**src/common/arp_pkg.sv**
```systemverilog
package arp_pkg;

	typedef logic [31:0] ip_addr_t;

	// fixed fields of an ARP request over Ethernet/IPv4
	localparam logic [15:0] ARP_HTYPE_ETH  = 16'h0001;
	localparam logic [15:0] ARP_PTYPE_IPV4 = 16'h0800;
	localparam logic [7:0]  ARP_HLEN       = 8'd6;
	localparam logic [7:0]  ARP_PLEN       = 8'd4;
	localparam logic [15:0] ARP_OP_REQUEST = 16'h0001;

	// htype, ptype, hlen, plen, oper, two MAC/IP pairs
	localparam int ARP_BODY_LEN = 28;

endpackage

```
**src/common/eth_pkg.sv**
```systemverilog
package eth_pkg;

	typedef logic [47:0] mac_addr_t;

	// GMII framing bytes ahead of the MAC header
	localparam logic [7:0] PREAMBLE_BYTE = 8'h55;
	localparam logic [7:0] SFD_BYTE      = 8'hD5;
	localparam int         PREAMBLE_LEN  = 7;

	localparam mac_addr_t   BCAST_MAC     = 48'hFFFF_FFFF_FFFF;
	localparam logic [15:0] ETHERTYPE_ARP = 16'h0806;

	// shortest payload that still gives a 64 byte frame with FCS
	localparam int MIN_PAYLOAD_LEN = 46;

	localparam int FCS_LEN = 4;

	// interframe gap in byte times
	localparam int IFG_LEN = 12;

endpackage
```
**src/common/byte_stream_if.sv**
```systemverilog
`timescale 1ns/1ps

interface byte_stream_if;

	logic [7:0] data;
	logic       valid;
	logic       ready;
	logic       last;

	modport source (
		output data,
		output valid,
		output last,
		input  ready
	);

	modport sink (
		input  data,
		input  valid,
		input  last,
		output ready
	);

endinterface

```
**src/hw/arp_tx_top.sv**
```systemverilog
`timescale 1ns/1ps

module arp_tx_top #(
	parameter int REQ_INTERVAL = 2**24
) (
	input  logic               gmii_tx_clk,
	input  logic               rst_n,
	input  logic               enable,
	input  eth_pkg::mac_addr_t src_mac,
	input  arp_pkg::ip_addr_t  src_ip,
	input  arp_pkg::ip_addr_t  target_ip,
	output logic               gmii_tx_en,
	output logic               gmii_tx_er,
	output logic [7:0]         gmii_tx_data,
	output logic               phy_rst_n
);

	byte_stream_if payload_s ();
	byte_stream_if frame_s ();

	// no PHY management here, keep it out of reset
	assign phy_rst_n = 1'b1;

	arp_request_source #(
		.REQ_INTERVAL (REQ_INTERVAL)
	) u_source (
		.gmii_tx_clk (gmii_tx_clk),
		.rst_n       (rst_n),
		.enable      (enable),
		.src_mac     (src_mac),
		.src_ip      (src_ip),
		.target_ip   (target_ip),
		.payload     (payload_s.source)
	);

	eth_header_inserter u_header (
		.gmii_tx_clk (gmii_tx_clk),
		.rst_n       (rst_n),
		.src_mac     (src_mac),
		.payload     (payload_s.sink),
		.frame       (frame_s.source)
	);

	gmii_fcs_tx u_gmii (
		.gmii_tx_clk  (gmii_tx_clk),
		.rst_n        (rst_n),
		.frame        (frame_s.sink),
		.gmii_tx_en   (gmii_tx_en),
		.gmii_tx_er   (gmii_tx_er),
		.gmii_tx_data (gmii_tx_data)
	);

endmodule

```
**src/hw/eth_tx/gmii_fcs_tx.sv**
```systemverilog
`timescale 1ns/1ps

module gmii_fcs_tx (
	input  logic        gmii_tx_clk,
	input  logic        rst_n,
	byte_stream_if.sink frame,
	output logic        gmii_tx_en,
	output logic        gmii_tx_er,
	output logic [7:0]  gmii_tx_data
);

	import eth_pkg::*;

	// CRC starts with the first byte after the SFD
	localparam int CRC_START = PREAMBLE_LEN + 1;
	localparam int BC_W      = $clog2(CRC_START + 1);
	localparam int PC_W      = $clog2(IFG_LEN);

	typedef enum logic [1:0] {ST_IDLE, ST_DATA, ST_FCS, ST_GAP} state_t;

	state_t          state;
	logic [BC_W-1:0] byte_cnt;
	logic [PC_W-1:0] phase_cnt;
	logic            xfer;
	logic            crc_init;
	logic            crc_en;
	logic [31:0]     fcs;
	logic [7:0]      fcs_byte;

	assign frame.ready = (state == ST_IDLE) || (state == ST_DATA);
	assign xfer        = frame.valid && frame.ready;
	assign crc_init    = (state == ST_IDLE);
	assign crc_en      = xfer && (byte_cnt == BC_W'(CRC_START));

	// fcs[7:0] goes out first
	assign fcs_byte = 8'(fcs >> (phase_cnt * 8));

	assign gmii_tx_er = 1'b0;

	crc32_d8 u_crc (
		.gmii_tx_clk (gmii_tx_clk),
		.rst_n       (rst_n),
		.init        (crc_init),
		.enable      (crc_en),
		.data        (frame.data),
		.fcs         (fcs)
	);

	always_ff @(posedge gmii_tx_clk or negedge rst_n)
	begin
		if (!rst_n)
		begin
			state      <= ST_IDLE;
			byte_cnt   <= '0;
			phase_cnt  <= '0;
			gmii_tx_en <= 1'b0;
		end
		else
		begin
			case (state)
				ST_IDLE:
				begin
					gmii_tx_en <= xfer;
					if (xfer)
					begin
						state    <= ST_DATA;
						byte_cnt <= BC_W'(1);
					end
				end
				ST_DATA:
				begin
					gmii_tx_en <= xfer;
					// saturates once the CRC window is open
					if (xfer && byte_cnt != BC_W'(CRC_START))
						byte_cnt <= byte_cnt + 1'b1;
					if (xfer && frame.last)
					begin
						state     <= ST_FCS;
						phase_cnt <= '0;
					end
				end
				ST_FCS:
				begin
					gmii_tx_en <= 1'b1;
					phase_cnt  <= phase_cnt + 1'b1;
					if (phase_cnt == PC_W'(FCS_LEN - 1))
					begin
						state     <= ST_GAP;
						phase_cnt <= '0;
					end
				end
				ST_GAP:
				begin
					gmii_tx_en <= 1'b0;
					phase_cnt  <= phase_cnt + 1'b1;
					if (phase_cnt == PC_W'(IFG_LEN - 1))
						state <= ST_IDLE;
				end
				default: state <= ST_IDLE;
			endcase
		end
	end

	always_ff @(posedge gmii_tx_clk)
	begin
		if (state == ST_FCS)
			gmii_tx_data <= fcs_byte;
		else
			gmii_tx_data <= frame.data;
	end

	// tx_en drops only after the FCS, never in the middle of a frame
	a_en_fall: assert property (@(posedge gmii_tx_clk) disable iff (!rst_n)
		$fell(gmii_tx_en) |-> state == ST_GAP);

endmodule

```
**src/hw/eth_tx/eth_header_inserter.sv**
```systemverilog
`timescale 1ns/1ps

module eth_header_inserter (
	input  logic               gmii_tx_clk,
	input  logic               rst_n,
	input  eth_pkg::mac_addr_t src_mac,
	byte_stream_if.sink        payload,
	byte_stream_if.source      frame
);

	import eth_pkg::*;

	// preamble, SFD, two MAC addresses, EtherType
	localparam int HDR_LEN = PREAMBLE_LEN + 1 + 2 * ($bits(mac_addr_t) / 8) + 2;
	localparam int HDR_W   = HDR_LEN * 8;
	localparam int CNT_W   = $clog2(HDR_LEN);

	typedef enum logic [1:0] {ST_IDLE, ST_HDR, ST_PASS} state_t;

	state_t           state;
	logic [CNT_W-1:0] hdr_cnt;
	mac_addr_t        mac_q;
	logic [HDR_W-1:0] hdr_vec;
	logic [HDR_W-1:0] hdr_sh;

	always_ff @(posedge gmii_tx_clk or negedge rst_n)
	begin
		if (!rst_n)
		begin
			state   <= ST_IDLE;
			hdr_cnt <= '0;
		end
		else
		begin
			case (state)
				ST_IDLE:
				begin
					if (payload.valid)
					begin
						state   <= ST_HDR;
						hdr_cnt <= '0;
					end
				end
				ST_HDR:
				begin
					// valid is always high here, so ready means a transfer
					if (frame.ready)
					begin
						if (hdr_cnt == CNT_W'(HDR_LEN - 1))
							state <= ST_PASS;
						else
							hdr_cnt <= hdr_cnt + 1'b1;
					end
				end
				ST_PASS:
				begin
					if (payload.valid && frame.ready && payload.last)
						state <= ST_IDLE;
				end
				default: state <= ST_IDLE;
			endcase
		end
	end

	always_ff @(posedge gmii_tx_clk)
	begin
		if (state == ST_IDLE && payload.valid)
			mac_q <= src_mac;
	end

	assign hdr_vec = {{PREAMBLE_LEN{PREAMBLE_BYTE}}, SFD_BYTE, BCAST_MAC, mac_q, ETHERTYPE_ARP};
	assign hdr_sh  = hdr_vec << (hdr_cnt * 8);

	always_comb
	begin
		frame.valid   = 1'b0;
		frame.data    = hdr_sh[HDR_W-1 -: 8];
		frame.last    = 1'b0;
		payload.ready = 1'b0;
		case (state)
			ST_HDR:
				frame.valid = 1'b1;
			ST_PASS:
			begin
				frame.valid   = payload.valid;
				frame.data    = payload.data;
				frame.last    = payload.last;
				payload.ready = frame.ready;
			end
			default: ;
		endcase
	end

	// the payload byte waiting behind the header stays offered and is never a frame end
	a_no_last_in_hdr: assert property (@(posedge gmii_tx_clk) disable iff (!rst_n)
		state == ST_HDR |-> payload.valid && !payload.last);

endmodule

```
**src/hw/arp_source/arp_request_source.sv**
```systemverilog
`timescale 1ns/1ps

module arp_request_source #(
	parameter int REQ_INTERVAL = 2**24
) (
	input  logic               gmii_tx_clk,
	input  logic               rst_n,
	input  logic               enable,
	input  eth_pkg::mac_addr_t src_mac,
	input  arp_pkg::ip_addr_t  src_ip,
	input  arp_pkg::ip_addr_t  target_ip,
	byte_stream_if.source      payload
);

	import eth_pkg::*;
	import arp_pkg::*;

	localparam int CNT_W  = $clog2(REQ_INTERVAL + 1);
	localparam int IDX_W  = $clog2(MIN_PAYLOAD_LEN);
	localparam int BODY_W = ARP_BODY_LEN * 8;

	logic [CNT_W-1:0]  gap_cnt;
	logic [IDX_W-1:0]  idx;
	logic              active;
	logic              launch;
	logic              xfer;
	mac_addr_t         mac_q;
	ip_addr_t          ip_q;
	ip_addr_t          tip_q;
	logic [BODY_W-1:0] body;
	logic [BODY_W-1:0] body_sh;

	assign launch = !active && enable && (gap_cnt == CNT_W'(REQ_INTERVAL));
	assign xfer   = payload.valid && payload.ready;

	always_ff @(posedge gmii_tx_clk or negedge rst_n)
	begin
		if (!rst_n)
		begin
			active  <= 1'b0;
			idx     <= '0;
			gap_cnt <= '0;
		end
		else if (active)
		begin
			// step only on a taken byte, hold under back-pressure
			if (xfer)
			begin
				if (payload.last)
					active <= 1'b0;
				idx <= idx + 1'b1;
			end
		end
		else if (launch)
		begin
			active  <= 1'b1;
			idx     <= '0;
			gap_cnt <= '0;
		end
		else if (enable)
			gap_cnt <= gap_cnt + 1'b1;
		else
			gap_cnt <= '0;
	end

	// config snapshot so a frame never mixes old and new addresses
	always_ff @(posedge gmii_tx_clk)
	begin
		if (launch)
		begin
			mac_q <= src_mac;
			ip_q  <= src_ip;
			tip_q <= target_ip;
		end
	end

	assign body = {ARP_HTYPE_ETH, ARP_PTYPE_IPV4, ARP_HLEN, ARP_PLEN, ARP_OP_REQUEST,
		mac_q, ip_q, 48'h0, tip_q};

	// past the ARP body the shift runs out and yields the zero padding
	assign body_sh = body << (idx * 8);

	assign payload.data  = body_sh[BODY_W-1 -: 8];
	assign payload.valid = active;
	assign payload.last  = (idx == IDX_W'(MIN_PAYLOAD_LEN - 1));

	// a byte on offer must not change until it is taken
	a_hold_stable: assert property (@(posedge gmii_tx_clk) disable iff (!rst_n)
		payload.valid && !payload.ready |=>
			payload.valid && $stable(payload.data) && $stable(payload.last));

endmodule

```
**src/hw/crc32_d8.sv**
```systemverilog
`timescale 1ns/1ps

module crc32_d8 (
	input  logic        gmii_tx_clk,
	input  logic        rst_n,
	input  logic        init,
	input  logic        enable,
	input  logic [7:0]  data,
	output logic [31:0] fcs
);

	// 0x04C11DB7 bit reversed, data enters LSB first
	localparam logic [31:0] POLY_REFL = 32'hEDB88320;

	logic [31:0] crc_q;

	function automatic logic [31:0] crc_step(input logic [31:0] c, input logic [7:0] d);
		logic [31:0] r;
		r = c;
		for (int i = 0; i < 8; i++)
			r = (r >> 1) ^ ((r[0] ^ d[i]) ? POLY_REFL : 32'h0);
		return r;
	endfunction

	always_ff @(posedge gmii_tx_clk or negedge rst_n)
	begin
		if (!rst_n)
			crc_q <= '1;
		else if (init)
			crc_q <= '1;
		else if (enable)
			crc_q <= crc_step(crc_q, data);
	end

	// reflected register already has the wire order, low byte first
	assign fcs = ~crc_q;

endmodule

```
**config.mk**
```make
export PLATFORM = sky130hd
export DESIGN_NAME = arp_tx_top
export DESIGN_NICKNAME = d
export VERILOG_FILES = /design/src/common/arp_pkg.sv /design/src/common/eth_pkg.sv /design/src/common/byte_stream_if.sv /design/src/hw/arp_tx_top.sv /design/src/hw/eth_tx/gmii_fcs_tx.sv /design/src/hw/eth_tx/eth_header_inserter.sv /design/src/hw/arp_source/arp_request_source.sv /design/src/hw/crc32_d8.sv
export SDC_FILE = /design/constraint.sdc
export NUM_CORES = 1
export LEC_CHECK = 0
export BUFFER_PORTS_ARGS = -buffer_cell sky130_fd_sc_hd__buf_2
export CORE_UTILIZATION = 45
export DETAILED_ROUTE_END_ITERATION = 10
export HOLD_SLACK_MARGIN = 0.08
export PLACE_DENSITY = 0.67
export SLEW_MARGIN = 20
export SYNTH_ARGS = -nofsm -noshare
export SYNTH_HDL_FRONTEND = slang
export SYNTH_HIERARCHICAL = 1
export SYNTH_SLANG_ARGS = --single-unit
export TNS_END_PERCENT = 30
```
**constraint.sdc**
```tcl
create_clock -name gmii_tx_clk -period 9 [get_ports gmii_tx_clk]
set_input_delay 1.8 -clock gmii_tx_clk [delete_from_list [all_inputs] [get_ports gmii_tx_clk]]
set_output_delay 1.8 -clock gmii_tx_clk [all_outputs]
set_load 0.02 [all_outputs]
```
==> out/qor_table.md <==
| Metric | This run |
|---|---|
| First-pass GRT wire length | 41700 microns |
| Highest metal used | met5 |
| Kind of cell adding the most delay to the critical path | XOR/XNOR gates |
| Routed met3 length | 1580 microns |
| Clock transition at the registers of the reported paths | 0.06 ns |
| Number of buffer and inverter instances along the worst setup path | 2 |
| Fraction of final layout cells sized beyond drive strength 1 | 28.0% |
| Number of buffers added for setup after CTS | 0 |
| Slew Limit Headroom | 31.4% |
| Setup violators final | 0 |
| Count of final max-slew check failures | 0 |
| X dimension of the die | 168 microns |
| Met2 routed wirelength | 12500 microns |
| Global-route usage over all layers | 19.0% |
| Pwr/cell area | 240 nW/um^2 |
| Maximum clock rate | 0.249 GHz |
| Detailed router's first-iteration violation count | 568 |
| TritonCTS clock tree | done |
| Most common library cell in the layout ignoring fill and taps | sky130_fd_sc_hd__edfxtp_1 |
| Number of library cell types mapped by synthesis | 87 |
| Antenna violations before repair | 6 |
| Post-Synth XOR/XNOR Area | 7.52% |
| Reg2reg setup slack | 4.99 ns |
| Number of cells produced by synthesis | 920 |
| Top FF cell, synth | sky130_fd_sc_hd__edfxtp_1 |
| Hold crit path type | reg2reg |
| Last weighted congestion value of the routability-driven placer | 0.834 |
| Worst-path cell chain | inv_1 -> ha_1 -> mux2_2 -> o21ai_0 -> o22ai_1 -> inv_1 -> a21oi_1 -> xnor2_2 -> xnor2_4 -> xnor3_1 -> o31a_1 |
| Worst Setup SP | u_source/idx[1] |
| Multiplexer share of the synthesized area | 10.8% |
| Via/cell ratio | 5.49 |
| Number of clock sinks seen by CTS | 250 |
| R2r startpoint | u_source/idx[1] |
| IR drop worst, VDD | 0.157 mV |
| Number of cells on the worst hold path | 1 |
| Total standard cell area after synthesis | 12400 sq um |
| Post-detailed-placement half-perimeter wirelength | 17800 microns |
| Residual DRC count | 0 |
| Post_cts resized | 0 |
| Number of core rows | 60 |
| Drt first pass iters | 5 |
| Crit Path Category | reg2reg |
| Mean area per synthesized cell | 13.4 sq um |
| Worst Path Max Fanout | 21 |
| Share of the yosys chip area belonging to registers | 57.1% |
| Warnings, synthesis | 6 |
| Unrepaired setup endpoints after global routing | no |
| Number of buffers created by CTS | 28 |
| Sequential Area | 7060 sq um |
| Top-level I/O count | 126 |
| Min Clock Period, post-route | 4.01 ns |
| Share of flip-flops with an asynchronous set or reset after synthesis | 32.8% |
| Leakage power figure | 5.57 nW |
| Overall via count from detail_route | 7652 |
| Data arrival at the endpoint of the critical path | 4.47 ns |
| Worst-Skew Late Latency | 0.56 ns |
| Cell Count Post-Placement | 1343 |
| DRT met1 WL | 11400 microns |
| Total Power | 3.40 mW |
| Chip Height | 168 microns |
| Nets | 1168 |
| Startpoint Class | register |
| Outcome | complete, no violations |
| Root buf cell | sky130_fd_sc_hd__clkbuf_16 |
| Wire length per cell | 18.8 microns |
| Non-filler instance count after layout | 1395 |
| Total wire length after detailed routing | 26200 microns |
| Worst Max-Slew Pin Slew | 1.03 ns |
| Synth Register Bits | 250 |
| Hold-fix buffers, CTS | 0 |
| Req. time, crit path | 9.46 ns |
| Area fraction in compound gates after synthesis | 9.49% |
| Final Hold Fails | 0 |
| Adder-Cell Fraction of Synth Area | 2.12% |
| Global route overflow | 0 |
| Dominant combinational cell family by area after synthesis | multiplexers |
| Multi-input gate area in the final layout | 4760 sq um |
| Largest net degree at the start of global routing | 74 |
| Max Buffers Root-to-Sink | 3 |
| Filler cells | 2231 |
| Hold-critical path endpoint | u_gmii/byte_cnt[2] |
| Crit path largest cell delay | 0.96 ns |
| Period utilization | 44.5% |
| Start point of the worst min-delay path | u_gmii/byte_cnt[2] |
| Via count of the first global-routing pass | 7663 |
| Worst clock skew on the final layout | 0.0287 ns |
| Commonest non-fill, non-tap cells in the layout | sky130_fd_sc_hd__edfxtp_1, sky130_fd_sc_hd__buf_2, sky130_fd_sc_hd__inv_1 |
| Crit end category | register |
| Count of input and output buffers | 123 |
| Effective utilization at floorplan | 45.9% |
| Area of the core | 27000 sq um |
| Most frequent cell on the critical path | sky130_fd_sc_hd__inv_1 |
| MaxCap Viol Count | 0 |
| Signed area change from the synthesized netlist to the final layout | 14.6% |
| Post-Syn Nets | 1056 |
| R2R Path End | u_gmii/u_crc/crc_q[26] |
| DRT antenna net count | 0 |
| Total negative slack for setup checks | 0 ns |
| Critical path's slowest cell | sky130_fd_sc_hd__dfrtp_1 |
| Worst reg2reg path depth | 11 |
| Level count of the clock H-tree | 1 |
| Simple logic cell fraction of the synthesized area | 8.34% |
| Die Outline Area | 28100 sq um |
| Number of enable flip-flop cells after synthesis | 160 |
==> cell type report <==
cell class / instances / area share [%]
tap: 341 / 3.01
multi-input combinational: 541 / 33.6
timing repair buffer: 132 / 4.84
clock inverter: 15 / 1.12
inverter: 79 / 2.09
antenna: 2 / 0.0353
sequential: 250 / 49.8
clock buffer: 35 / 5.52
==> state kept, by name, summed over array words and instances (netlist names), 6 cells and up <==
register	flops
u_header/mac_q	48
u_source/ip_q	32
u_source/mac_q	48
u_gmii/u_crc/crc_q	32
u_gmii/gmii_tx_data	8
u_source/gap_cnt	25
u_source/tip_q	32
u_source/idx	6
==> metal layers <==
layer  up-vias  track usage, %
met5         -               0
met4         8            5.50
met3        55            4.02
met2       221            31.0
met1      3738            25.8
li1       3630               -
==> stage by stage <==
step	utilization (%)	area, sq um	worst slack [ns]	hold slack [ns]
final	52.6	14200	4.99	0.513
after global routing	52.6	14200	4.67	0.532
after CTS	52.6	14200	4.95	0.513
after detailed placement	49.1	13200	4.59	0.503
after global placement	49.1	13200	4.69	0.491
after floorplan	-	12400	1.35	0.463
==> logic make-up (layout without fill, tap and decap cells) <==
group,Yosys count,after routing
adders and majority gates,21,21
buffers and inverters,129,261
other,2,4
xor gates and xnor gates,64,64
DFF,250,250
AOI/OAI and AO/OA,171,171
and+or+nand+nor,202,202
muxes,81,81
==> report_power, final <==
group          switching, mW  internal [mW]
combinational          0.447          0.424
sequential            0.0977           1.30
clock                  0.461          0.674
total                   1.01           2.40
==> Yosys cell counts (4+ instances only) <==
cell | count | share of area [%]
sky130_fd_sc_hd__o21ai_0 | 44 | 1.8
sky130_fd_sc_hd__a211o_1 | 18 | 1.3
sky130_fd_sc_hd__ha_1 | 21 | 2.1
sky130_fd_sc_hd__dfrtp_1 | 50 | 10
sky130_fd_sc_hd__a22oi_1 | 14 | 0.85
sky130_fd_sc_hd__buf_2 | 9 | 0.36
sky130_fd_sc_hd__xnor3_1 | 14 | 2.5
sky130_fd_sc_hd__buf_4 | 4 | 0.24
sky130_fd_sc_hd__o22ai_1 | 14 | 0.71
sky130_fd_sc_hd__xor2_1 | 7 | 0.50
sky130_fd_sc_hd__mux4_2 | 34 | 6.2
sky130_fd_sc_hd__nor2_1 | 56 | 1.7
sky130_fd_sc_hd__a211oi_1 | 6 | 0.36
sky130_fd_sc_hd__xnor2_1 | 28 | 2.0
sky130_fd_sc_hd__xnor2_4 | 4 | 0.89
sky130_fd_sc_hd__mux4_1 | 5 | 1.1
sky130_fd_sc_hd__edfxtp_1 | 160 | 39
sky130_fd_sc_hd__o31ai_1 | 6 | 0.36
sky130_fd_sc_hd__nor4_1 | 12 | 0.61
sky130_fd_sc_hd__nor3_1 | 15 | 0.61
sky130_fd_sc_hd__xnor2_2 | 9 | 1.2
sky130_fd_sc_hd__a21boi_0 | 6 | 0.36
sky130_fd_sc_hd__mux2i_1 | 26 | 2.1
sky130_fd_sc_hd__nand2_1 | 53 | 1.6
sky130_fd_sc_hd__nand4_1 | 8 | 0.40
sky130_fd_sc_hd__dfstp_2 | 32 | 6.8
sky130_fd_sc_hd__mux2_2 | 16 | 1.5
sky130_fd_sc_hd__dfxtp_1 | 8 | 1.3
sky130_fd_sc_hd__a21oi_1 | 31 | 1.3
sky130_fd_sc_hd__clkbuf_1 | 25 | 0.76
sky130_fd_sc_hd__and2_1 | 5 | 0.25
sky130_fd_sc_hd__nand3_1 | 19 | 0.77
sky130_fd_sc_hd__inv_1 | 78 | 2.4
==> how the worst max path moves through the flow <==
| stage | endpoint | slack (ns) | cells after the start |
|---|---|---|---|
| floorplan | u_source/ip_q[0] | 1.35 | 3 |
| global placement | u_source/ip_q[12] | 4.69 | 6 |
| detailed placement | u_source/ip_q[7] | 4.59 | 6 |
| CTS | u_gmii/u_crc/crc_q[26] | 4.95 | 11 |
| global route | u_gmii/u_crc/crc_q[26] | 4.67 | 11 |
| finish | u_gmii/u_crc/crc_q[26] | 4.99 | 11 |
No activity file was read; power rests on OpenSTA's default activity.
